## src/verilog/tile_pkg.sv

```systemverilog
// ************************************************
// Tile package
// Address map, bus widths and L1 bank geometry
// ************************************************

package tile_pkg;

  // Bus geometry
  localparam int unsigned ADDR_W = 32;
  localparam int unsigned DATA_W = 32;
  localparam int unsigned SEL_W  = DATA_W / 8;     // One select per byte lane

  // L1 scratchpad geometry
  localparam int unsigned N_BANKS        = 4;
  localparam int unsigned WORDS_PER_BANK = 64;
  localparam int unsigned BANK_IDX_W     = 2;      // Address bits 3:2
  localparam int unsigned ROW_IDX_W      = 6;      // Address bits 9:4

  // Address map
  localparam logic [ADDR_W-1:0] L1_BASE = 32'h1000_0000;   // 1 KiB window
  localparam logic [ADDR_W-1:0] L2_BASE = 32'h8000_0000;
  localparam logic [ADDR_W-1:0] L2_END  = 32'h8FFF_FFFF;   // Inclusive

  // Decode result of the address demux
  typedef enum logic [1:0] {
    TGT_L1   = 2'd0,
    TGT_L2   = 2'd1,
    TGT_NONE = 2'd2
  } tgt_sel_e;

endpackage
```

## src/verilog/mem_bus_if.sv

```systemverilog
// ************************************************
// Memory bus interface
// Wishbone classic link between demux and targets
// ************************************************

`timescale 1ns/100ps

interface mem_bus_if;
  import tile_pkg::*;

  logic              cyc;    // Bus cycle active
  logic              stb;    // Strobe, held until ack
  logic              we;     // Write enable
  logic [ADDR_W-1:0] adr;    // Byte address
  logic [DATA_W-1:0] dat_w;  // Write data
  logic [SEL_W-1:0]  sel;    // Byte lane selects
  logic [DATA_W-1:0] dat_r;  // Read data, valid with ack
  logic              ack;    // One cycle acknowledge

  // Request side
  modport initiator (
    output cyc, stb, we, adr, dat_w, sel,
    input  dat_r, ack
  );

  // Response side
  modport target (
    input  cyc, stb, we, adr, dat_w, sel,
    output dat_r, ack
  );

endinterface

```

## src/verilog/l2_bridge.sv

```systemverilog
// ************************************************
// L2 bridge
// Registers accesses onto the external L2 bus and
// returns the response after a variable wait
// ************************************************

`timescale 1ns/100ps

module l2_bridge (
  input  logic                        clk_i,
  input  logic                        rst_ni,
  mem_bus_if.target                   bus_i,

  output logic                        l2_cyc_o,
  output logic                        l2_stb_o,
  output logic                        l2_we_o,
  output logic [tile_pkg::ADDR_W-1:0] l2_adr_o,
  output logic [tile_pkg::DATA_W-1:0] l2_dat_o,
  output logic [tile_pkg::SEL_W-1:0]  l2_sel_o,
  input  logic [tile_pkg::DATA_W-1:0] l2_dat_i,
  input  logic                        l2_ack_i
);
  import tile_pkg::*;

  typedef enum logic {
    ST_IDLE,
    ST_WAIT    // Request out on L2, waiting for ack
  } state_e;

  state_e            state_q;
  logic              start;
  logic              ack_q;
  logic [DATA_W-1:0] dat_r_q;

  // No restart in the ack cycle, the host still holds stb then
  assign start = (state_q == ST_IDLE) & bus_i.cyc & bus_i.stb & ~ack_q;

  always_ff @(posedge clk_i, negedge rst_ni) begin : fsm_ff
    if (!rst_ni) begin
      state_q <= ST_IDLE;
      ack_q   <= 1'b0;
    end else begin
      ack_q <= 1'b0;   // Pulse
      case (state_q)
        ST_IDLE: if (start) state_q <= ST_WAIT;
        ST_WAIT: begin
          if (l2_ack_i) begin
            state_q <= ST_IDLE;
            ack_q   <= 1'b1;
          end
        end
        default: state_q <= ST_IDLE;
      endcase
    end
  end

  // Request and response payload
  always_ff @(posedge clk_i) begin : payload_ff
    if (start) begin
      l2_we_o  <= bus_i.we;
      l2_adr_o <= bus_i.adr;
      l2_dat_o <= bus_i.dat_w;
      l2_sel_o <= bus_i.sel;
    end
    if ((state_q == ST_WAIT) && l2_ack_i) dat_r_q <= l2_dat_i;   // Capture at ack
  end

  assign l2_cyc_o    = (state_q == ST_WAIT);
  assign l2_stb_o    = (state_q == ST_WAIT);   // Classic cycle, stb follows cyc
  assign bus_i.dat_r = dat_r_q;
  assign bus_i.ack   = ack_q;

endmodule

```

## src/flat_wrapper.sv

```systemverilog
// flat-port wrapper written by rule: the top's interface ports become plain ports
module l2_bridge_flat import tile_pkg::*;
  (clk_i, rst_ni, l2_cyc_o, l2_stb_o, l2_we_o, l2_adr_o, l2_dat_o, l2_sel_o, l2_dat_i, l2_ack_i, bus_i_cyc, bus_i_stb, bus_i_we, bus_i_adr, bus_i_dat_w, bus_i_sel, bus_i_dat_r, bus_i_ack);
  mem_bus_if bus_i_i ();
  input  logic clk_i;
  input  logic rst_ni;
  output logic l2_cyc_o;
  output logic l2_stb_o;
  output logic l2_we_o;
  output logic [tile_pkg::ADDR_W-1:0] l2_adr_o;
  output logic [tile_pkg::DATA_W-1:0] l2_dat_o;
  output logic [tile_pkg::SEL_W-1:0] l2_sel_o;
  input  logic [tile_pkg::DATA_W-1:0] l2_dat_i;
  input  logic l2_ack_i;
  input wire logic [$bits(bus_i_i.cyc)-1:0] bus_i_cyc;
  input wire logic [$bits(bus_i_i.stb)-1:0] bus_i_stb;
  input wire logic [$bits(bus_i_i.we)-1:0] bus_i_we;
  input wire logic [$bits(bus_i_i.adr)-1:0] bus_i_adr;
  input wire logic [$bits(bus_i_i.dat_w)-1:0] bus_i_dat_w;
  input wire logic [$bits(bus_i_i.sel)-1:0] bus_i_sel;
  output wire logic [$bits(bus_i_i.dat_r)-1:0] bus_i_dat_r;
  output wire logic [$bits(bus_i_i.ack)-1:0] bus_i_ack;
  assign bus_i_i.cyc = bus_i_cyc;
  assign bus_i_i.stb = bus_i_stb;
  assign bus_i_i.we = bus_i_we;
  assign bus_i_i.adr = bus_i_adr;
  assign bus_i_i.dat_w = bus_i_dat_w;
  assign bus_i_i.sel = bus_i_sel;
  assign bus_i_dat_r = bus_i_i.dat_r;
  assign bus_i_ack = bus_i_i.ack;
  l2_bridge u_core (.clk_i(clk_i), .rst_ni(rst_ni), .bus_i(bus_i_i), .l2_cyc_o(l2_cyc_o), .l2_stb_o(l2_stb_o), .l2_we_o(l2_we_o), .l2_adr_o(l2_adr_o), .l2_dat_o(l2_dat_o), .l2_sel_o(l2_sel_o), .l2_dat_i(l2_dat_i), .l2_ack_i(l2_ack_i));
endmodule
```

## config.mk

```make
export PLATFORM = sky130hd
export DESIGN_NAME = l2_bridge_flat
export DESIGN_NICKNAME = d
export VERILOG_FILES = /design/src/verilog/tile_pkg.sv /design/src/verilog/mem_bus_if.sv /design/src/verilog/l2_bridge.sv /design/src/flat_wrapper.sv
export SDC_FILE = /design/constraint.sdc
export NUM_CORES = 1
export LEC_CHECK = 0
export ABC_AREA = 1
export BUFFER_PORTS_ARGS = -buffer_cell sky130_fd_sc_hd__buf_2
export CORE_UTILIZATION = 34
export DETAILED_ROUTE_END_ITERATION = 10
export HOLD_SLACK_MARGIN = 0.02
export PLACE_DENSITY = 0.67
export SETUP_SLACK_MARGIN = 0.2
export SLEW_MARGIN = 20
export SYNTH_ARGS = -nofsm -noshare
export SYNTH_HDL_FRONTEND = slang
export SYNTH_SLANG_ARGS = --single-unit
```

## constraint.sdc

```tcl
create_clock -name clk_i -period 5.3 [get_ports clk_i]
set_input_delay 0.53 -clock clk_i [delete_from_list [all_inputs] [get_ports clk_i]]
set_output_delay 0.53 -clock clk_i [all_outputs]
set_load 0.01 [all_outputs]
```

# After elaboration in Yosys (flattened, before gate mapping)
# Index checks and enable logic that the tools add are counted.
# totals
in_bits	106
register_bits	103
out_inout_bits	104
wordCells	18
# op_classes
muxes	5
reduce_logical	1
n_bitwise	5
# ops
op	n
$mux W1	4
$and A1 B1 Y1	3
$not A1 Y1	2
$pmux W1 S2	1
$logic_and A1 B1 Y1	1

# Depth between registers and ports, before layout
# Gate-level depths: netlist (run 1).
# logic_depth
depth_word	6
depth_mapped	4
mapped_depth_nobuf	4

# Least setup slack after synthesis (run 1)
# Ideal clock, no wire load.
# synth_timing
path_type	input -> register
startpoint	in bus_i_cyc
endpoint	reg u_core.l2_adr_o[0] in the netlist's numbering, enable pin
required_ns	4.877
cell_stages	4
arrival_time_ns	2.007
n_path_buf	0
setup_slack_ns	2.869
setup_time_ns	0.423
cell_sequence	nand2_1 inv_1 nand2_1 inv_1
# synth_between
elab_chain_len	3
# synth_rtl
item	line_no	rtl
start: declaration	flat_wrapper.sv:15	input wire logic [$bits(bus_i_i.cyc)-1:0] bus_i_cyc;
$and A1 B1 Y1 (3 in series)	l2_bridge.sv:36	assign start = (state_q == ST_IDLE) & bus_i.cyc & bus_i.stb & ~ack_q;
net u_core.start	l2_bridge.sv:31	logic start;
end signal: assignment	l2_bridge.sv:61	l2_adr_o <= bus_i.adr;
end: declaration	l2_bridge.sv:17	output logic [tile_pkg::ADDR_W-1:0] l2_adr_o,
# The timed path passes the listed nets, and every way through them passes these cells.
# A chain may end at the register's enable or synchronous reset.

# Worst setup path after layout (run 1)
# layout_timing
startpoint	reg u_core.state_q (netlist: u_core.l2_cyc_o)
endpoint	reg u_core.l2_adr_o[21] in the netlist's numbering, enable pin
# layout_between
elab_chain_len	4
# layout_rtl
item	line_no	rtl
start: declaration	l2_bridge.sv:30	state_e state_q;
start signal: assignment	l2_bridge.sv:40	state_q <= ST_IDLE;
start signal: assignment	l2_bridge.sv:45	ST_IDLE: if (start) state_q <= ST_WAIT;
start signal: assignment	l2_bridge.sv:48	state_q <= ST_IDLE;
$not A1 Y1	--	
$and A1 B1 Y1 (3 in series)	l2_bridge.sv:36	
net u_core.start	l2_bridge.sv:31	
# The timed path passes the listed nets, and every way through them passes these cells.

==> reports/qor.yml, run 1 <==
synth:
  synth.yosys.warnings: 0
  syn_area_per_cell_sq_um: 27.44
  synth.net_count: 220
  synthCells: 114
  seq_area_frac_synth_pct: 98.56
  ys_types: 6
  ys_ff_latch: 103
  syn-cell-area_sq_um: 3128
drt:
  drc: 18
  postRouteAntennaNets: 0
  wirelength_um: 6467
  via_per_inst: 4.295
  drt-pass1-iter-count: 9
  drt-initial-drc-count: 74
  routed-via-count: 1924
  avgRoutedWirePerCell_um: 14.44
cells_and_area:
  diodes: 0
  nets: 441
  seq_area_sq_um: 3083
  drive_gt1_share_pct: 66.18
  mostFrequentLayoutCell: "buf_2"
  fin_util_pct: 50.94
  stdcell_count: 448
  fin_area_sq_um: 4486
  final_cell_mix: "buf_2 (209), edfxtp_1 (101), clkbuf_8 (9)"
  multi_input_area_sq_um: 22.52
  syn2layout_area_growth_pct: 43.40
  fill_cells: 732
cts:
  cts-root-buf: "clkbuf_8"
  cts_tree: "built"
  cts_buffer_depth: 2
  cts.sinks: 103
  cts_resized: 0
  cts_max_level: 3
  cts_buffers: 9
  clk_pin_slew_ns: 0.09
  clk_latency_ns: 0.35
grt:
  grt_pass1_vias: 1956
  grt_pass1_wl_um: 9473
  grt-ovfl-total: 0
  grt_use_total_pct: 13.38
  grt_max_degree: 70
  grt_antenna_before_repair: 0
setup_path:
  critPathLaunchType: "flip-flop"
  crit_start: "u_core.l2_cyc_o"
  critical_path.endpoint_type: "flip-flop"
  critPathKind: "flip-flop to flip-flop"
  crit_buf_inv: 2
  required_ns: 5.28
  cp.arrival_ns: 1.70
  worstPathMaxFanout: 69
  r2r-start: "u_core.l2_cyc_o"
  cpPeakStageDelay_ns: 0.63
  critical-path-top-delay-family: "buffers and inverters"
  worst_path_max_delay_cell: "buf_4"
  crit_chain: "nor2_1 > nand2_1 > inv_2 > buf_4"
die:
  start_util_pct: 35.52
  pin_count: 210
  rows: 34
  die_x_um: 97.92
  die_area_sq_um: 9587
  core_sq_um: 8806
  dieHeight_um: 97.92
run_status:
  status: "finished with violations"
  violations: "design-rule violations"
pwr:
  netSwitchingPower_uw: 328.4
  p_per_area_nw_per_um2: 333.9
  swShare_pct: 21.93
  seq_power_share_pct: 63.8
  comb_power_share_pct: 8.1
  p_clk_share_pct: 28.1
  intPower_mw: 1.169
  power_mw: 1.498
  leakage_nw: 1.906
  vdd_drop_max_uv: 177.2
hold_path:
  hp-class: "input pin to flip-flop"
  min_from: "l2_dat_i[21]"
timing:
  grt_setup_unrepaired: "no"
  worst_slack_ns: 3.581
  tightest_slew_ns: 0.8567
  tns_ns: 0
  hold_viol: 0
  timing.fmax_ghz: 0.5816
  finalCritPeriodShare_pct: 32.44
  setup_viol: 0
  fin_crit_ns: 1.719
  slew_violations: 0
  final.setup_skew_ns: 0.008487
  fin_hold_ws_ns: 0.3470
  slew_headroom_pct: 42.89
placed_design:
  io_buffers: 209
  placed_cell_area_sq_um: 4309
  dp_cells: 431
  dp_slack_ns: 3.338
  hpwlAfterDp_um: 4748
  routabilityCongestion: 0.7240
job:
  maxCapViolCount: 0
## cell type report
class	instances	area share [%]
flip-flops and latches	103	68.73
repair buffers	211	23.71
well taps	108	3.013
clock buffers	11	2.929
clock inverters	5	0.7810
multi-input cells	6	0.5021
inverters	4	0.3347
## power by group through the flow
stage	Sequential (mW)	Combinational [mW]	Clock, mW
global placement	0.974	0.122	0
finish	0.956	0.122	0.421
detailed placement	0.975	0.123	0
floorplan	0.998	0.0196	0
CTS	0.957	0.124	0.442
global route	0.960	0.132	0.471
## state kept, by name (all words and copies together), names as in the netlist
name and count:
u_core.l2_dat_o 32, u_core.bus_i.dat_r 32, u_core.bus_i.ack 1, u_core.l2_sel_o 4, u_core.l2_adr_o 32, u_core.l2_cyc_o 1, u_core.l2_we_o 1
## cell families (layout without fill, tap and decap cells)
logic type | Yosys count | in the layout | synth area share (%)
DFF | 103 | 103 | 98.56
and+or+nand+nor | 6 | 6 | 0.7199
buffers and inverters | 5 | 231 | 0.7199
## synthesized netlist by cell type
cell	number	area share, %
edfxtp_1	101	97
nand2_1	5	0.60
inv_1	4	0.48
dfrtp_1	2	1.6
buf_4	1	0.24
nor2_1	1	0.12
## final timing paths
kind | to | slack [ns] | cells after the start
worst max-delay path | u_core.l2_adr_o[21] | 3.58 | 4
worst min-delay path | u_core.bus_i.dat_r[21] | 0.35 | 1
worst max register to register | u_core.l2_adr_o[21] | 3.58 | 4
worst min register to register | u_core.l2_cyc_o | 0.57 | 3
max in group asynchronous | u_core.bus_i.ack | 4.70 | 2
min in group asynchronous | u_core.l2_cyc_o | 0.51 | 2
## repair_timing
action	CTS	global route
hold endpoints to repair	2	0
setup buffers	0	0
hold buffers	1	0
setup endpoints to repair	0	0
## routing by layer
metal	wire (um)	part of all wire, %	global-route usage (%)
met4	91	1.4	5.245
met1	2495	39	16.22
met3	886	14	6.442
met2	2993	46	20.64
met5	0	0	0
(Power assumes the default switching activity.)
==> inputs of run 2 (changes only) <==
- clock period: 5.3 -> 1.8 ns (I/O delays scaled with it)
==> run 2 against run 1 <==
  * The flow now stops in clock tree synthesis (4_1_cts)
  * Synthesized area stayed put
  * Synthesized cell count stayed put
==> reports/qor.yml, run 2 <==
synth:
  synthArstFlopShare_pct: 1.942
  synthCells: 114
  syn_area_per_cell_sq_um: 27.44
  synth.net_count: 220
  yosysMostFrequentCell: "edfxtp_1"
  syn-cell-area_sq_um: 3128
  synth.area.top_cells: "edfxtp_1 (97%), dfrtp_1 (1.6%), nand2_1 (0.60%), inv_1 (0.48%), buf_4 (0.24%)"
  ys.flop_type: "edfxtp_1"
  ys_types: 6
  synth.yosys.warnings: 0
  ys_ff_latch: 103
  yosysTopAreaCellShare_pct: 96.96
  synth_edf_count: 101
  synth_common_cells: "edfxtp_1 (101), nand2_1 (5), inv_1 (4), dfrtp_1 (2)"
  seq_area_frac_synth_pct: 98.56
  synth_top_area_cell: "edfxtp_1"
placed_design:
  routabilityCongestion: 0.7673
  dp_slack_ns: 0.4156
  dp_cells: 432
  io_buffers: 209
run_status:
  haltStage: "clock tree synthesis (4_1_cts)"
  status: "stopped before the end"
  error: "[ERROR RSZ-0060] Max buffer count reached."
cts:
  cts_hold_buf: 101
  cts-root-buf: "clkbuf_8"
  cts_max_level: 3
  cts_buffer_depth: 2
  post-cts-setup-buffers: 0
  cts_buffers: 9
  cts.sinks: 103
  cts_resized: 0
die:
  start_util_pct: 35.52
  dieHeight_um: 97.92
  rows: 34
  die_x_um: 97.92
  pin_count: 210
==> run 2: cell counts after synthesis <==
No cell type changed its count.
==> run 2: logic make-up after synthesis <==
kind of cell           count (synthesis)  share of synthesized area, %
DFF                                  103                         98.56
and+or+nand+nor                        6                        0.7199
buffers and inverters                  5                        0.7199
==> run 2: stage by stage <==
step,hold WS [ns],area [sq um]
after detailed placement,-0.02940,4333
after global placement,-0.03189,4333
after floorplan,-0.1156,3132
==> inputs of run 3 (changes only) <==
- CORE_UTILIZATION: 34 -> 20
- HOLD_SLACK_MARGIN: 0.02 -> not set
- PLACE_DENSITY: 0.67 -> not set
- PLACE_DENSITY_LB_ADDON: not set -> 0.15
- SETUP_SLACK_MARGIN: 0.2 -> not set
==> run 3 against run 2 <==
  * The run now ends clean
==> reports/qor.yml, run 3 (synthesis results as in run 1) <==
drt:
  via_per_inst: 3.553
  wirelength_um: 8185
  drc: 0
  drt-initial-drc-count: 47
  postRouteAntennaNets: 0
  routed-via-count: 2249
  drt-pass1-iter-count: 3
  avgRoutedWirePerCell_um: 12.93
timing:
  final.setup_skew_ns: 0.004812
  finalCritPeriodShare_pct: 76.93
  timing.fmax_ghz: 0.7221
  slew_violations: 0
  fin_crit_ns: 1.385
  fin_hold_ws_ns: 0.01840
  setup_viol: 0
  tightest_slew_ns: 0.2256
  slew_headroom_pct: 84.93
  hold_viol: 0
  grt_setup_unrepaired: "no"
grt:
  grtUsageMet2_pct: 18.03
  grt_max_degree: 38
  gr-usage-met1_pct: 9.585
  grt-ovfl-total: 0
  grt_use_total_pct: 10.21
  use_met3_pct: 5.905
  grt.busiest_layer: "met2"
  grt_pass1_vias: 2495
  grt_antenna_before_repair: 2
  grt_pass1_wl_um: 12140
pwr:
  vdd_drop_max_uv: 680.0
  p_clk_share_pct: 37.9
  netSwitchingPower_mw: 1.096
  comb_power_share_pct: 9.8
  swShare_pct: 20.38
  seq_power_share_pct: 52.3
  leakage_nw: 2.335
  p_per_area_nw_per_um2: 957.6
  intPower_mw: 4.281
placed_design:
  placed_cell_area_sq_um: 4502
  routabilityCongestion: 0.6556
  dp_cells: 537
  hpwlAfterDp_um: 5447
  io_buffers: 209
setup_path:
  worst_path_max_delay_cell: "dfrtp_1"
  worstPathMaxFanout: 37
  crit_buf_inv: 2
  cpPeakStageDelay_ns: 0.41
  cp_num_cells: 4
  critical_path.endpoint_type: "flip-flop"
  reg2reg_depth: 4
  critical-path-top-delay-family: "buffers and inverters"
  crit_chain: "nor2_1 > nand2_1 > clkinvlp_4 > buf_12"
  critPathKind: "flip-flop to flip-flop"
  critPathLaunchType: "flip-flop"
  required_ns: 1.84
  cp.arrival_ns: 1.42
die:
  die_x_um: 127.1
  rows: 45
  dieHeight_um: 127.1
  pin_count: 210
  die_area_sq_um: 16140
  start_util_pct: 20.50
  core_sq_um: 15260
cells_and_area:
  final_cell_mix: "buf_2 (209), edfxtp_1 (101), dlygate4sd3_1 (80)"
  drive_gt1_share_pct: 53.92
  nets: 523
  syn2layout_area_growth_pct: 79.52
  fill_cells: 1450
  stdcell_count: 633
  fin_util_pct: 36.80
  mostFrequentLayoutCell: "buf_2"
  fin_area_sq_um: 5615
cts:
  cts_hold_buf: 80
  cts.sinks: 103
  cts_buffer_depth: 2
  cts_buffers: 9
  cts_max_level: 3
  clk_pin_slew_ns: 0.06
  clk_latency_ns: 0.34
  post-cts-setup-buffers: 0
  cts_resized: 0
  cts_tree: "built"
  cts-root-buf: "clkbuf_16"
hold_path:
  hold_depth: 1
  hp-class: "input pin to flip-flop"
job:
  maxCapViolCount: 0
run_status:
  status: "finished, final reports clean"
-- run 3: worst paths after layout --
| check | startpoint | end | slack [ns] |
|---|---|---|---|
| setup reg to reg | u_core.l2_cyc_o | u_core.l2_dat_o[1] | 0.42 |
| max in group asynchronous | rst_ni | u_core.bus_i.ack | 1.53 |
| hold reg to reg | u_core.l2_cyc_o | u_core.l2_cyc_o | 0.55 |
| min in group asynchronous | rst_ni | u_core.l2_cyc_o | 0.17 |
| setup / recovery | u_core.l2_cyc_o | u_core.l2_dat_o[1] | 0.42 |
| hold / removal | bus_i_dat_w[4] | u_core.l2_dat_o[4] | 0.02 |
-- run 3: power by group through the flow --
| stage | Combinational (mW) | Sequential (mW) | Clock [mW] |
|---|---|---|---|
| global route | 0.574 | 2.82 | 2.19 |
| floorplan | 0.0592 | 2.94 | 0 |
| CTS | 0.531 | 2.81 | 2.15 |
| detailed placement | 0.396 | 2.87 | 0 |
| global placement | 0.395 | 2.86 | 0 |
| finish | 0.526 | 2.81 | 2.04 |
-- run 3: layout make-up --
cell class	instances	area (sq um)	area share (%)
Sequential cell	103	3083	54.90
Timing Repair Buffer	293	1914	34.09
Tap cell	211	264.0	4.701
Clock buffer	9	225.2	4.011
Clock inverter	6	85.08	1.515
Multi-Input combinational cell	6	22.52	0.4011
Inverter	4	18.77	0.3342
Antenna cell	1	2.502	0.04456
-- run 3: per-stage QoR --
stage / setup WS [ns] / power [mW] / TNS (ns)
2_1_floorplan: -0.1729 / 2.996 / -11.93
3_3_place_gp: 0.4155 / 3.259 / 0
3_5_place_dp: 0.4034 / 3.261 / 0
4_1_cts: 0.3955 / 5.492 / 0
5_1_grt: 0.2784 / 5.589 / 0
6_report: 0.4152 / 5.377 / 0
-- run 3: per-layer routing --
layer | up-vias | routed length [um]
met3 | 12 | 1085
met2 | 154 | 3990
met4 | 2 | 137
met5 | - | 13
met1 | 1030 | 2957
li1 | 1051 | -
