--- config.mk ---
export PLATFORM = sky130hd
export DESIGN_NAME = tile_addr_demux_flat
export DESIGN_NICKNAME = d
export VERILOG_FILES = /design/src/verilog/tile_pkg.sv /design/src/verilog/mem_bus_if.sv /design/src/verilog/tile_addr_demux.sv /design/src/flat_wrapper.sv
export SDC_FILE = /design/constraint.sdc
export NUM_CORES = 1
export LEC_CHECK = 0
export BUFFER_PORTS_ARGS = -buffer_cell sky130_fd_sc_hd__buf_2
export CORE_AREA = 2 2 121 123
export CTS_CLUSTER_SIZE = 24
export DETAILED_ROUTE_END_ITERATION = 10
export DIE_AREA = 0 0 123 125
export HOLD_SLACK_MARGIN = 0.12
export PLACE_DENSITY = 0.41
export SLEW_MARGIN = 20
export SYNTH_ARGS = -nofsm -noshare
export SYNTH_HDL_FRONTEND = slang
export SYNTH_SLANG_ARGS = --single-unit
--- constraint.sdc ---
create_clock -name clk_i -period 2.1 [get_ports clk_i]
set_input_delay 0.21 -clock clk_i [delete_from_list [all_inputs] [get_ports clk_i]]
set_output_delay 0.21 -clock clk_i [all_outputs]
set_load 0.005 [all_outputs]
--- src/verilog/tile_pkg.sv ---
// ************************************************
// Tile package
// Address map, bus widths and L1 bank geometry
// ************************************************

package tile_pkg;

  // Bus geometry
  localparam int unsigned ADDR_W = 32;
  localparam int unsigned DATA_W = 32;
  localparam int unsigned SEL_W  = DATA_W / 8;     // One select per byte lane

  // L1 scratchpad geometry
  localparam int unsigned N_BANKS        = 4;
  localparam int unsigned WORDS_PER_BANK = 64;
  localparam int unsigned BANK_IDX_W     = 2;      // Address bits 3:2
  localparam int unsigned ROW_IDX_W      = 6;      // Address bits 9:4

  // Address map
  localparam logic [ADDR_W-1:0] L1_BASE = 32'h1000_0000;   // 1 KiB window
  localparam logic [ADDR_W-1:0] L2_BASE = 32'h8000_0000;
  localparam logic [ADDR_W-1:0] L2_END  = 32'h8FFF_FFFF;   // Inclusive

  // Decode result of the address demux
  typedef enum logic [1:0] {
    TGT_L1   = 2'd0,
    TGT_L2   = 2'd1,
    TGT_NONE = 2'd2
  } tgt_sel_e;

endpackage
--- src/verilog/mem_bus_if.sv ---
// ************************************************
// Memory bus interface
// Wishbone classic link between demux and targets
// ************************************************

`timescale 1ns/100ps

interface mem_bus_if;
  import tile_pkg::*;

  logic              cyc;    // Bus cycle active
  logic              stb;    // Strobe, held until ack
  logic              we;     // Write enable
  logic [ADDR_W-1:0] adr;    // Byte address
  logic [DATA_W-1:0] dat_w;  // Write data
  logic [SEL_W-1:0]  sel;    // Byte lane selects
  logic [DATA_W-1:0] dat_r;  // Read data, valid with ack
  logic              ack;    // One cycle acknowledge

  // Request side
  modport initiator (
    output cyc, stb, we, adr, dat_w, sel,
    input  dat_r, ack
  );

  // Response side
  modport target (
    input  cyc, stb, we, adr, dat_w, sel,
    output dat_r, ack
  );

endinterface

--- src/verilog/tile_addr_demux.sv ---
// ************************************************
// Tile address demux
// Registers the tile enable, decodes host accesses
// to L1 or L2 and answers unmapped ones with error
// ************************************************

`timescale 1ns/100ps

module tile_addr_demux (
  input  logic                        clk_i,
  input  logic                        rst_ni,
  input  logic                        tile_enable_i,

  input  logic                        wb_cyc_i,
  input  logic                        wb_stb_i,
  input  logic                        wb_we_i,
  input  logic [tile_pkg::ADDR_W-1:0] wb_adr_i,
  input  logic [tile_pkg::DATA_W-1:0] wb_dat_i,
  input  logic [tile_pkg::SEL_W-1:0]  wb_sel_i,
  output logic [tile_pkg::DATA_W-1:0] wb_dat_o,
  output logic                        wb_ack_o,
  output logic                        wb_err_o,

  mem_bus_if.initiator                l1_o,
  mem_bus_if.initiator                l2_o
);
  import tile_pkg::*;

  logic     en_q;    // Registered tile enable
  logic     req;     // Host strobe while enabled
  logic     err_q;   // Error response flop
  tgt_sel_e tgt;

  always_ff @(posedge clk_i, negedge rst_ni) begin : enable_ff
    if (!rst_ni) en_q <= 1'b0;
    else         en_q <= tile_enable_i;
  end

  // Offset compare wraps below L1_BASE, so one compare covers the window
  always_comb begin : decode
    if ((wb_adr_i - L1_BASE) < ADDR_W'(N_BANKS * WORDS_PER_BANK * SEL_W)) begin
      tgt = TGT_L1;
    end else if ((wb_adr_i >= L2_BASE) && (wb_adr_i <= L2_END)) begin
      tgt = TGT_L2;
    end else begin
      tgt = TGT_NONE;
    end
  end

  assign req = wb_cyc_i & wb_stb_i & en_q;

  // Steering, only the selected target sees cyc and stb
  assign l1_o.cyc   = wb_cyc_i & en_q & (tgt == TGT_L1);
  assign l1_o.stb   = req & (tgt == TGT_L1);
  assign l1_o.we    = wb_we_i;
  assign l1_o.adr   = wb_adr_i;
  assign l1_o.dat_w = wb_dat_i;
  assign l1_o.sel   = wb_sel_i;

  assign l2_o.cyc   = wb_cyc_i & en_q & (tgt == TGT_L2);
  assign l2_o.stb   = req & (tgt == TGT_L2);
  assign l2_o.we    = wb_we_i;
  assign l2_o.adr   = wb_adr_i;
  assign l2_o.dat_w = wb_dat_i;
  assign l2_o.sel   = wb_sel_i;

  // Unmapped access, single cycle error one cycle after stb
  always_ff @(posedge clk_i, negedge rst_ni) begin : error_ff
    if (!rst_ni) err_q <= 1'b0;
    else         err_q <= req & (tgt == TGT_NONE) & ~err_q;   // No repeat while stb held
  end

  assign wb_err_o = err_q;

  // Response return from the decoded target
  always_comb begin : rsp_mux
    case (tgt)
      TGT_L1: begin
        wb_dat_o = l1_o.dat_r;
        wb_ack_o = l1_o.ack;
      end
      TGT_L2: begin
        wb_dat_o = l2_o.dat_r;
        wb_ack_o = l2_o.ack;
      end
      default: begin
        wb_dat_o = '0;
        wb_ack_o = 1'b0;   // Error path answers instead
      end
    endcase
  end

endmodule

--- src/flat_wrapper.sv ---
// flat-port wrapper written by rule: the top's interface ports become plain ports
module tile_addr_demux_flat import tile_pkg::*;
  (clk_i, rst_ni, tile_enable_i, wb_cyc_i, wb_stb_i, wb_we_i, wb_adr_i, wb_dat_i, wb_sel_i, wb_dat_o, wb_ack_o, wb_err_o, l1_o_cyc, l1_o_stb, l1_o_we, l1_o_adr, l1_o_dat_w, l1_o_sel, l1_o_dat_r, l1_o_ack, l2_o_cyc, l2_o_stb, l2_o_we, l2_o_adr, l2_o_dat_w, l2_o_sel, l2_o_dat_r, l2_o_ack);
  mem_bus_if l1_o_i ();
  mem_bus_if l2_o_i ();
  input  logic clk_i;
  input  logic rst_ni;
  input  logic tile_enable_i;
  input  logic wb_cyc_i;
  input  logic wb_stb_i;
  input  logic wb_we_i;
  input  logic [tile_pkg::ADDR_W-1:0] wb_adr_i;
  input  logic [tile_pkg::DATA_W-1:0] wb_dat_i;
  input  logic [tile_pkg::SEL_W-1:0] wb_sel_i;
  output logic [tile_pkg::DATA_W-1:0] wb_dat_o;
  output logic wb_ack_o;
  output logic wb_err_o;
  output wire logic [$bits(l1_o_i.cyc)-1:0] l1_o_cyc;
  output wire logic [$bits(l1_o_i.stb)-1:0] l1_o_stb;
  output wire logic [$bits(l1_o_i.we)-1:0] l1_o_we;
  output wire logic [$bits(l1_o_i.adr)-1:0] l1_o_adr;
  output wire logic [$bits(l1_o_i.dat_w)-1:0] l1_o_dat_w;
  output wire logic [$bits(l1_o_i.sel)-1:0] l1_o_sel;
  input wire logic [$bits(l1_o_i.dat_r)-1:0] l1_o_dat_r;
  input wire logic [$bits(l1_o_i.ack)-1:0] l1_o_ack;
  output wire logic [$bits(l2_o_i.cyc)-1:0] l2_o_cyc;
  output wire logic [$bits(l2_o_i.stb)-1:0] l2_o_stb;
  output wire logic [$bits(l2_o_i.we)-1:0] l2_o_we;
  output wire logic [$bits(l2_o_i.adr)-1:0] l2_o_adr;
  output wire logic [$bits(l2_o_i.dat_w)-1:0] l2_o_dat_w;
  output wire logic [$bits(l2_o_i.sel)-1:0] l2_o_sel;
  input wire logic [$bits(l2_o_i.dat_r)-1:0] l2_o_dat_r;
  input wire logic [$bits(l2_o_i.ack)-1:0] l2_o_ack;
  assign l1_o_cyc = l1_o_i.cyc;
  assign l1_o_stb = l1_o_i.stb;
  assign l1_o_we = l1_o_i.we;
  assign l1_o_adr = l1_o_i.adr;
  assign l1_o_dat_w = l1_o_i.dat_w;
  assign l1_o_sel = l1_o_i.sel;
  assign l1_o_i.dat_r = l1_o_dat_r;
  assign l1_o_i.ack = l1_o_ack;
  assign l2_o_cyc = l2_o_i.cyc;
  assign l2_o_stb = l2_o_i.stb;
  assign l2_o_we = l2_o_i.we;
  assign l2_o_adr = l2_o_i.adr;
  assign l2_o_dat_w = l2_o_i.dat_w;
  assign l2_o_sel = l2_o_i.sel;
  assign l2_o_i.dat_r = l2_o_dat_r;
  assign l2_o_i.ack = l2_o_ack;
  tile_addr_demux u_core (.clk_i(clk_i), .rst_ni(rst_ni), .tile_enable_i(tile_enable_i), .wb_cyc_i(wb_cyc_i), .wb_stb_i(wb_stb_i), .wb_we_i(wb_we_i), .wb_adr_i(wb_adr_i), .wb_dat_i(wb_dat_i), .wb_sel_i(wb_sel_i), .wb_dat_o(wb_dat_o), .wb_ack_o(wb_ack_o), .wb_err_o(wb_err_o), .l1_o(l1_o_i), .l2_o(l2_o_i));
endmodule
After elaboration in Yosys (flattened, before gate mapping):

Cells that the tools add are included.

* output and inout port bits: 176
* input bits: 140
* register bits: 2

* $add $sub $neg: 1
* equality and inequality tests: 2
* mux-type cells: 4
* bitwise gates (word level): 10
* reduce and logical (&&, ||, !) cells: 2
* magnitude comparators: 3

Operators with widths (number)
* $pmux 32 s2: 1
* $ge 32x32->1 const B: 1
* $le 32x32->1 const B: 1
* $lt 32x11->1 const B: 1
* $sub 32x29->32 const B: 1
* $and 1x1->1: 9
* $mux 2: 2
* $eq 2x1->1 const B: 1
* $eq 2x2->1 const B: 1
* $logic_not 2->1: 1
* $pmux 1 s2: 1
* $logic_and 1x1->1: 1
* $not 1->1: 1

Longest topological paths before layout:

Gate-level depths: netlist of run 1.

* word-level depth: 7
* mapped depth: 5
* gate-level depth less buffers: 3

Least setup slack after synthesis of run 1:

No wires, ideal clock.

* path kind: input -> output
* start point: input port wb_adr_i[22] (netlist name)
* end point: output port wb_ack_o
* data arrival time: 1370 ps
* stages on the path: 4
* setup slack: 520 ps
* data required time: 1890 ps
* path buffers: 1
* path through: or4_4 > nor3_4 > buf_6 > a32o_1

* word-level cells in the longest chain between the ends: 6
* elaborated cells on any way between the ends: 10

Ends and longest elaborated chain
* from (decl): RTL line flat_wrapper.sv:12 `input logic [tile_pkg::ADDR_W-1:0] wb_adr_i;`
* branches (longest 3 deep; another with $sub 32x29->32)
* $mux 2 *: RTL line tile_addr_demux.sv:41 `if ((wb_adr_i - L1_BASE) < ADDR_W'(N_BANKS * WORDS_PER_BANK * SEL_W)) begin`
* $eq 2x1->1 or $logic_not 2->1 (tied branches): RTL line tile_addr_demux.sv:77 `case (tgt)`
* $pmux 1 s2 *: RTL line tile_addr_demux.sv:77
* to (decl): RTL line flat_wrapper.sv:16 `output logic wb_ack_o;`

Every way passes the cells marked *.

Final worst setup path of run 1:

* start point: input port wb_adr_i[15] (netlist name)
* end point: output port wb_dat_o[27] (netlist name)

* word-level cells in the longest chain between the ends: 6
* elaborated cells on any way between the ends: 10

Ends and longest elaborated chain
* branches (longest 3 deep; another with $sub 32x29->32)
* $mux 2 *: RTL line tile_addr_demux.sv:41
* $eq 2x1->1 or $logic_not 2->1 (tied branches): RTL line tile_addr_demux.sv:77
* $pmux 32 s2 *: RTL line tile_addr_demux.sv:77
* to (decl): RTL line flat_wrapper.sv:15 `output logic [tile_pkg::DATA_W-1:0] wb_dat_o;`

Marked as above.

==> metrics.yaml, run 1 <==
route:
  routed-via-count: 1396
  drt_iter0_markers: 26
  highest_layer: "met4"
  detail_route.vias_per_cell: 3.356
  drc: 0
  dr.pass1.iters: 4
  wirelength_mm: 5.621
  wl_per_cell_um: 13.51
  ant_nets: 0
  wl_met1_mm: 2.050
  met2_length_mm: 2.856
  wl_met3_um: 575
sta:
  tns_ns: 0
  worst_pin_slew_ns: 0.3952
  setup_violations: 0
  relSlewSlack_pct: 72.97
  maxSlewViolCount: 0
  rsz0062_at_grt: "no"
  post-route-period-util_pct: 88.12
  min_period_ns: 1.850
  finalHoldViolCount: 0
  skew_ns: 0.0008109
  fmax_mhz: 540.4
synthesis:
  synth_edf_count: 0
  yosys_warnings: 0
  synth_top_cells_by_count: "buf_4 (138), a32o_1 (33), clkbuf_1 (6)"
  syn_area_um2: 1605
  ys_ff_latch: 2
  synth_top_area_cell: "buf_4"
  yosysMostFrequentCell: "buf_4"
  ys_seq_area_share_pct: 3.118
  yosys-top-cells-area: "buf_4 (65%), a32o_1 (21%), dfrtp_1 (3.1%)"
  syn_avg_cell_area_um2: 8.108
  synth_top_cell_area_share_pct: 64.54
  synth.distinct_cells: 17
  async_flop_share_pct: 100.0
  synth_flop_cell: "dfrtp_1"
  synth.net_count: 338
  syn_inst: 198
grt:
  track_usage_pct: 6.263
  grt_max_degree: 37
  grt_pass1_wl_mm: 7.314
  grt_pass1_vias: 1353
  antenna_found_initial: 0
  gr-total-overflow: 0
floorplanning:
  io_pins: 316
  die_area_um2: 15380
  core_area_um2: 14200
  die_y_um: 125
  row_count: 44
  dieWidth_um: 123
  initial_core_util_pct: 11.30
power:
  vdd_drop_max_uv: 161.9
  p_leak_nw: 0.9450
  power_density_nw_per_um2: 298.3
  power.total_mw: 0.5206
clocking:
  cts_root_buf: "clkbuf_16"
  cts.sinks: 2
  clk_transition_reported_paths_ns: 0.03
  cts_setup_buffers: 0
  cts_tree: "built"
  clockBufferDepth: 2
  cts.repair.resized: 0
  clock_latency_ns: 0.22
  cts_buffers: 3
  cts.htree.levels: 1
flow_run:
  max-cap-violations: 0
cells_and_area:
  fillCellCount: 1665
  drive_above_1_share_pct: 79.74
  n_antenna_cell: 0
  fin_nets: 374
  synthToLayoutAreaGrowth_pct: 8.729
worst_setup_path:
  rr_endpoint: "u_core.wb_err_o"
  cp_cell_sequence: "buf_2 > nor4_1 > and4_1 > buf_4 > a32o_1 > buf_2"
  crit_type: "input port to primary output"
  path_common_cell: "buf_2"
  arrival_ns: 1.64
  slowest_delay_ns: 0.40
  crit_path_end_kind: "primary output"
  cp_slowest_cell: "nor4_1"
  cp-start-kind: "input port"
  reg2reg_slack_ns: 1.09
  rr_startpoint: "u_core.en_q"
  r2r_cells: 2
  critPathRequiredTime_ns: 1.89
  crit_fanout: 19
  crit_start: "wb_adr_i[15]"
  critPathCapture: "wb_dat_o[27]"
status:
  outcome: "finished clean"
hold_path:
  hold_class: "input port to flip-flop"
placed_design:
  routabilityCongestion: 0.7326
  port_buffers: 174
  place_hpwl_mm: 4.514
layout by cell type (no fill, tap or decap):
| master | Yosys | layout |
|---|---|---|
| clkbuf_16 | 0 | 3 |
| nor4b_1 | 1 | 1 |
| nand3_1 | 1 | 1 |
| buf_4 | 138 | 3 |
| and4_2 | 1 | 1 |
| nor4_1 | 3 | 3 |
| or4_4 | 1 | 1 |
| dlygate4sd3_1 | 0 | 1 |
| buf_2 | 1 | 174 |
| and4_1 | 1 | 1 |
| dfrtp_1 | 2 | 2 |
| a32o_1 | 33 | 33 |
| buf_12 | 0 | 1 |
| nor4b_4 | 0 | 1 |
| nor3_4 | 1 | 1 |
| and3_1 | 3 | 3 |
| and2_1 | 1 | 1 |
| a2111oi_0 | 1 | 1 |
flip-flops by register name (all words and copies together) (netlist names):
name             cells
u_core.wb_err_o      1
u_core.en_q          1
critical path, delay by kind of cell:
kind | cells | cell delay (ns)
AO/OA/AOI/OAI | 1 | 0.23
AND/OR/NAND/NOR | 2 | 0.68
buffers and inverters | 3 | 0.50
logic make-up after synthesis:
| kind of cell | Yosys count | share of synthesized area, % |
|---|---|---|
| flip-flops | 2 | 3.118 |
| buffers and inverters | 148 | 68.35 |
| AO/OA/AOI/OAI | 34 | 21.12 |
| AND/OR/NAND/NOR | 14 | 7.405 |
layout make-up:
class                           count  area (um2)  share of cell area (%)
Tap cell                          184       230.2                   13.19
Clock buffer                        3       75.07                   4.301
Sequential cell                     2       50.05                   2.867
Multi-Input combinational cell     48       466.7                   26.74
Timing Repair Buffer              179       923.4                   52.90
report_power, final:
group / switching (mW) / internal [mW]
combinational: 0.0852 / 0.110
clock: 0.0417 / 0.242
sequential: 0.00130 / 0.0406
stage by stage:
step                worst slack [ns]  area [um2]  hold slack [ns]  instances  utilization (%)
finish                        0.2495        1745           0.1145        416            12.29
global route                  0.1428        1745           0.1248        416            12.29
CTS                           0.2122        1745           0.1216        416            12.29
detailed placement            0.2193        1660        -0.002490        412            11.69
global placement              0.2698        1660        -0.003877        412            11.69
floorplan                     0.5199        1605         -0.08559        198                -
routing by layer:
metal  track usage, %  up-vias
li1                 -      638
met1            6.505      632
met2            11.63       99
met3            1.688       27
met4            2.607        0
met5                0        -
worst min-delay path by stage:
| stage | start | to | slack [ns] | cells past startpoint |
|---|---|---|---|---|
| floorplan | rst_ni | u_core.en_q | -0.09 | 0 |
| global placement | rst_ni | u_core.wb_err_o | -0.004 | 1 |
| detailed placement | rst_ni | u_core.en_q | -0.002 | 1 |
| CTS | tile_enable_i | u_core.en_q | 0.12 | 1 |
| global route | tile_enable_i | u_core.en_q | 0.12 | 1 |
| finish | tile_enable_i | u_core.en_q | 0.11 | 1 |
timing repair:
action                                 CTS  global route
endpoints found under the hold margin    2             0
setup endpoints to repair                0             0
hold buffers                             1             0
No activity file was read; power rests on OpenSTA's default activity.
==> run 2: changes to the inputs <==
--- a/config.mk
+++ b/config.mk
@@ -5,14 +5,14 @@
 export SDC_FILE = /design/constraint.sdc
 export NUM_CORES = 1
 export LEC_CHECK = 0
+export ABC_AREA = 1
 export BUFFER_PORTS_ARGS = -buffer_cell sky130_fd_sc_hd__buf_2
-export CORE_AREA = 2 2 121 123
+export CORE_AREA = 2 2 122 124
 export CTS_CLUSTER_SIZE = 24
 export DETAILED_ROUTE_END_ITERATION = 10
-export DIE_AREA = 0 0 123 125
+export DIE_AREA = 0 0 124 126
 export HOLD_SLACK_MARGIN = 0.12
-export PLACE_DENSITY = 0.41
-export SLEW_MARGIN = 20
+export PLACE_DENSITY = 0.43
 export SYNTH_ARGS = -nofsm -noshare
 export SYNTH_HDL_FRONTEND = slang
 export SYNTH_SLANG_ARGS = --single-unit
==> metrics.yaml, run 2 <==
status:
  outcome: "finished clean"
grt:
  gr-total-overflow: 0
  track_usage_pct: 7.858
  grt_max_degree: 34
  antenna_found_initial: 0
  grt_pass1_vias: 1687
  grt_pass1_wl_mm: 9.418
power:
  p_leak_nw: 1.244
  power_density_nw_per_um2: 270.4
  vdd_drop_max_uv: 531.4
floorplanning:
  io_pins: 316
  die_area_um2: 15620
  dieWidth_um: 124
  core_area_um2: 14310
  die_y_um: 126
  row_count: 44
  initial_core_util_pct: 13.28
synthesis:
  yosys-top-cells-area: "buf_4 (55%), nand2_1 (15%), nand4_1 (11%)"
  ys_seq_area_share_pct: 2.633
  syn_inst: 297
  syn_avg_cell_area_um2: 6.399
  ys_ff_latch: 2
  synth.distinct_cells: 17
  syn_area_um2: 1901
  async_flop_share_pct: 100.0
  synth_top_area_cell: "buf_4"
  synth_flop_cell: "dfrtp_1"
  synth.net_count: 437
  synth_top_cell_area_share_pct: 54.51
  yosys_warnings: 0
  yosysMostFrequentCell: "buf_4"
  synth_top_cells_by_count: "buf_4 (138), nand2_1 (75), nand4_1 (34)"
  synth_edf_count: 0
cells_and_area:
  layout_commonest_cell: "buf_2"
  drive_above_1_share_pct: 59.94
  fin_nets: 474
  multi_input_area_um2: 668.1
  synthToLayoutAreaGrowth_pct: 4.674
  fillCellCount: 1719
  seq_area_um2: 50.05
  final_cell_mix: "buf_2 (174), nand2_1 (75), nand4_1 (34)"
  n_antenna_cell: 0
  fin_cells: 516
clocking:
  cts_buffers: 3
  clockBufferDepth: 2
  cts_setup_buffers: 0
  cts_tree: "built"
  cts.sinks: 2
  cts_root_buf: "clkbuf_16"
  clk_transition_reported_paths_ns: 0.03
  clock_latency_ns: 0.22
  cts.htree.levels: 1
route:
  wl_per_cell_um: 13.31
  ant_nets: 0
  drt_iter0_markers: 47
  routed-via-count: 1796
  drc: 0
  detail_route.vias_per_cell: 3.481
  wirelength_mm: 6.866
  dr.pass1.iters: 4
sta:
  rsz0062_at_grt: "no"
  worst_pin_slew_ns: 0.5286
  finalHoldViolCount: 0
  post-route-period-util_pct: 79.38
  maxSlewViolCount: 0
  setup_violations: 0
  min_period_ns: 1.667
  tns_ns: 0
  fmax_mhz: 599.9
  relSlewSlack_pct: 64.76
  skew_ns: 0.002010
placed_design:
  place_inst: 511
  routabilityCongestion: 0.7195
  place_hpwl_mm: 5.771
  port_buffers: 174
flow_run:
  max-cap-violations: 0
worst_setup_path:
  crit_fanout: 33
  crit_type: "input port to primary output"
  arrival_ns: 1.46
  cp-start-kind: "input port"
  critPathRequiredTime_ns: 1.89
  crit_path_end_kind: "primary output"
hold_path:
  hold_class: "input port to async pin"
## run 2: cell count changes after synthesis, moves of 6 or more
| cell | before | now |
|---|---|---|
| buf_6 | 3 | 9 |
| nand4_1 | 0 | 34 |
| nor2_1 | 0 | 9 |
| inv_1 | 0 | 6 |
| nand2_1 | 0 | 75 |
| a32o_1 | 33 | 0 |
| nor2_2 | 0 | 7 |
| clkbuf_1 | 6 | 0 |
## run 2: critical path, cell delays in order
cell and delay (ns):
buf_2 0.11, nor2_1 0.16, nand2_2 0.11, nor2_8 0.43
nand4_1 0.15, nand2_1 0.14, buf_2 0.13
## run 2: area by class of cell
| class | instances | area share, % |
|---|---|---|
| clock buffers | 3 | 3.774 |
| inverters | 8 | 1.509 |
| repair buffers | 182 | 47.04 |
| multi-input cells | 137 | 33.58 |
| flip-flops and latches | 2 | 2.516 |
| well taps | 184 | 11.57 |
## run 2: final timing paths
kind,start,to,slack (ns),cells after the start
max in group asynchronous,rst_ni,u_core.wb_err_o,1.70,2
worst max register to register,u_core.en_q,u_core.wb_err_o,1.27,6
min in group clk_i,wb_stb_i,u_core.wb_err_o,0.35,5
worst min-delay path,rst_ni,u_core.en_q,0.30,2
worst max-delay path,wb_adr_i[19],wb_dat_o[14],0.43,7
worst min register to register,u_core.wb_err_o,u_core.wb_err_o,0.50,3
## run 2: cells by family after synthesis
kind of cell	synth area share, %
buffers and inverters	62.21
flip-flops	2.633
AND/OR/NAND/NOR	35.15
## run 2: through the flow
| stage | power, mW | area [um2] | hold WS, ns | setup WS [ns] | utilization [%] |
|---|---|---|---|---|---|
| 2_1_floorplan | 0.2940 | 1901 | -0.08559 | 1.023 | - |
| 5_1_grt | 0.5696 | 1989 | 0.3153 | 0.2932 | 13.90 |
| 6_report | 0.5380 | 1989 | 0.3027 | 0.4330 | 13.90 |
| 4_1_cts | 0.5487 | 1989 | 0.3025 | 0.3887 | 13.90 |
| 3_5_place_dp | 0.2533 | 1894 | -0.002453 | 0.3909 | 13.23 |
| 3_3_place_gp | 0.2537 | 1894 | -0.001631 | 0.4021 | 13.23 |
## run 2: what timing repair did
item                                   CTS  global route
endpoints found under the hold margin    3             0
resized for setup                        0             0
hold buffers                             2             0
## run 2: where the power goes
group          internal, mW  switching (mW)
Combinational         0.112          0.0987
Clock                 0.242          0.0439
Sequential           0.0406        0.000685
## run 2: layer usage
| layer | vias to the layer above | wire length [um] | track usage [%] |
|---|---|---|---|
| li1 | 881 | - | - |
| met1 | 753 | 2469 | 8.607 |
| met2 | 131 | 3351 | 13.87 |
| met3 | 31 | 809 | 2.582 |
| met4 | 0 | 236 | 3.040 |
| met5 | - | 0 | 0 |
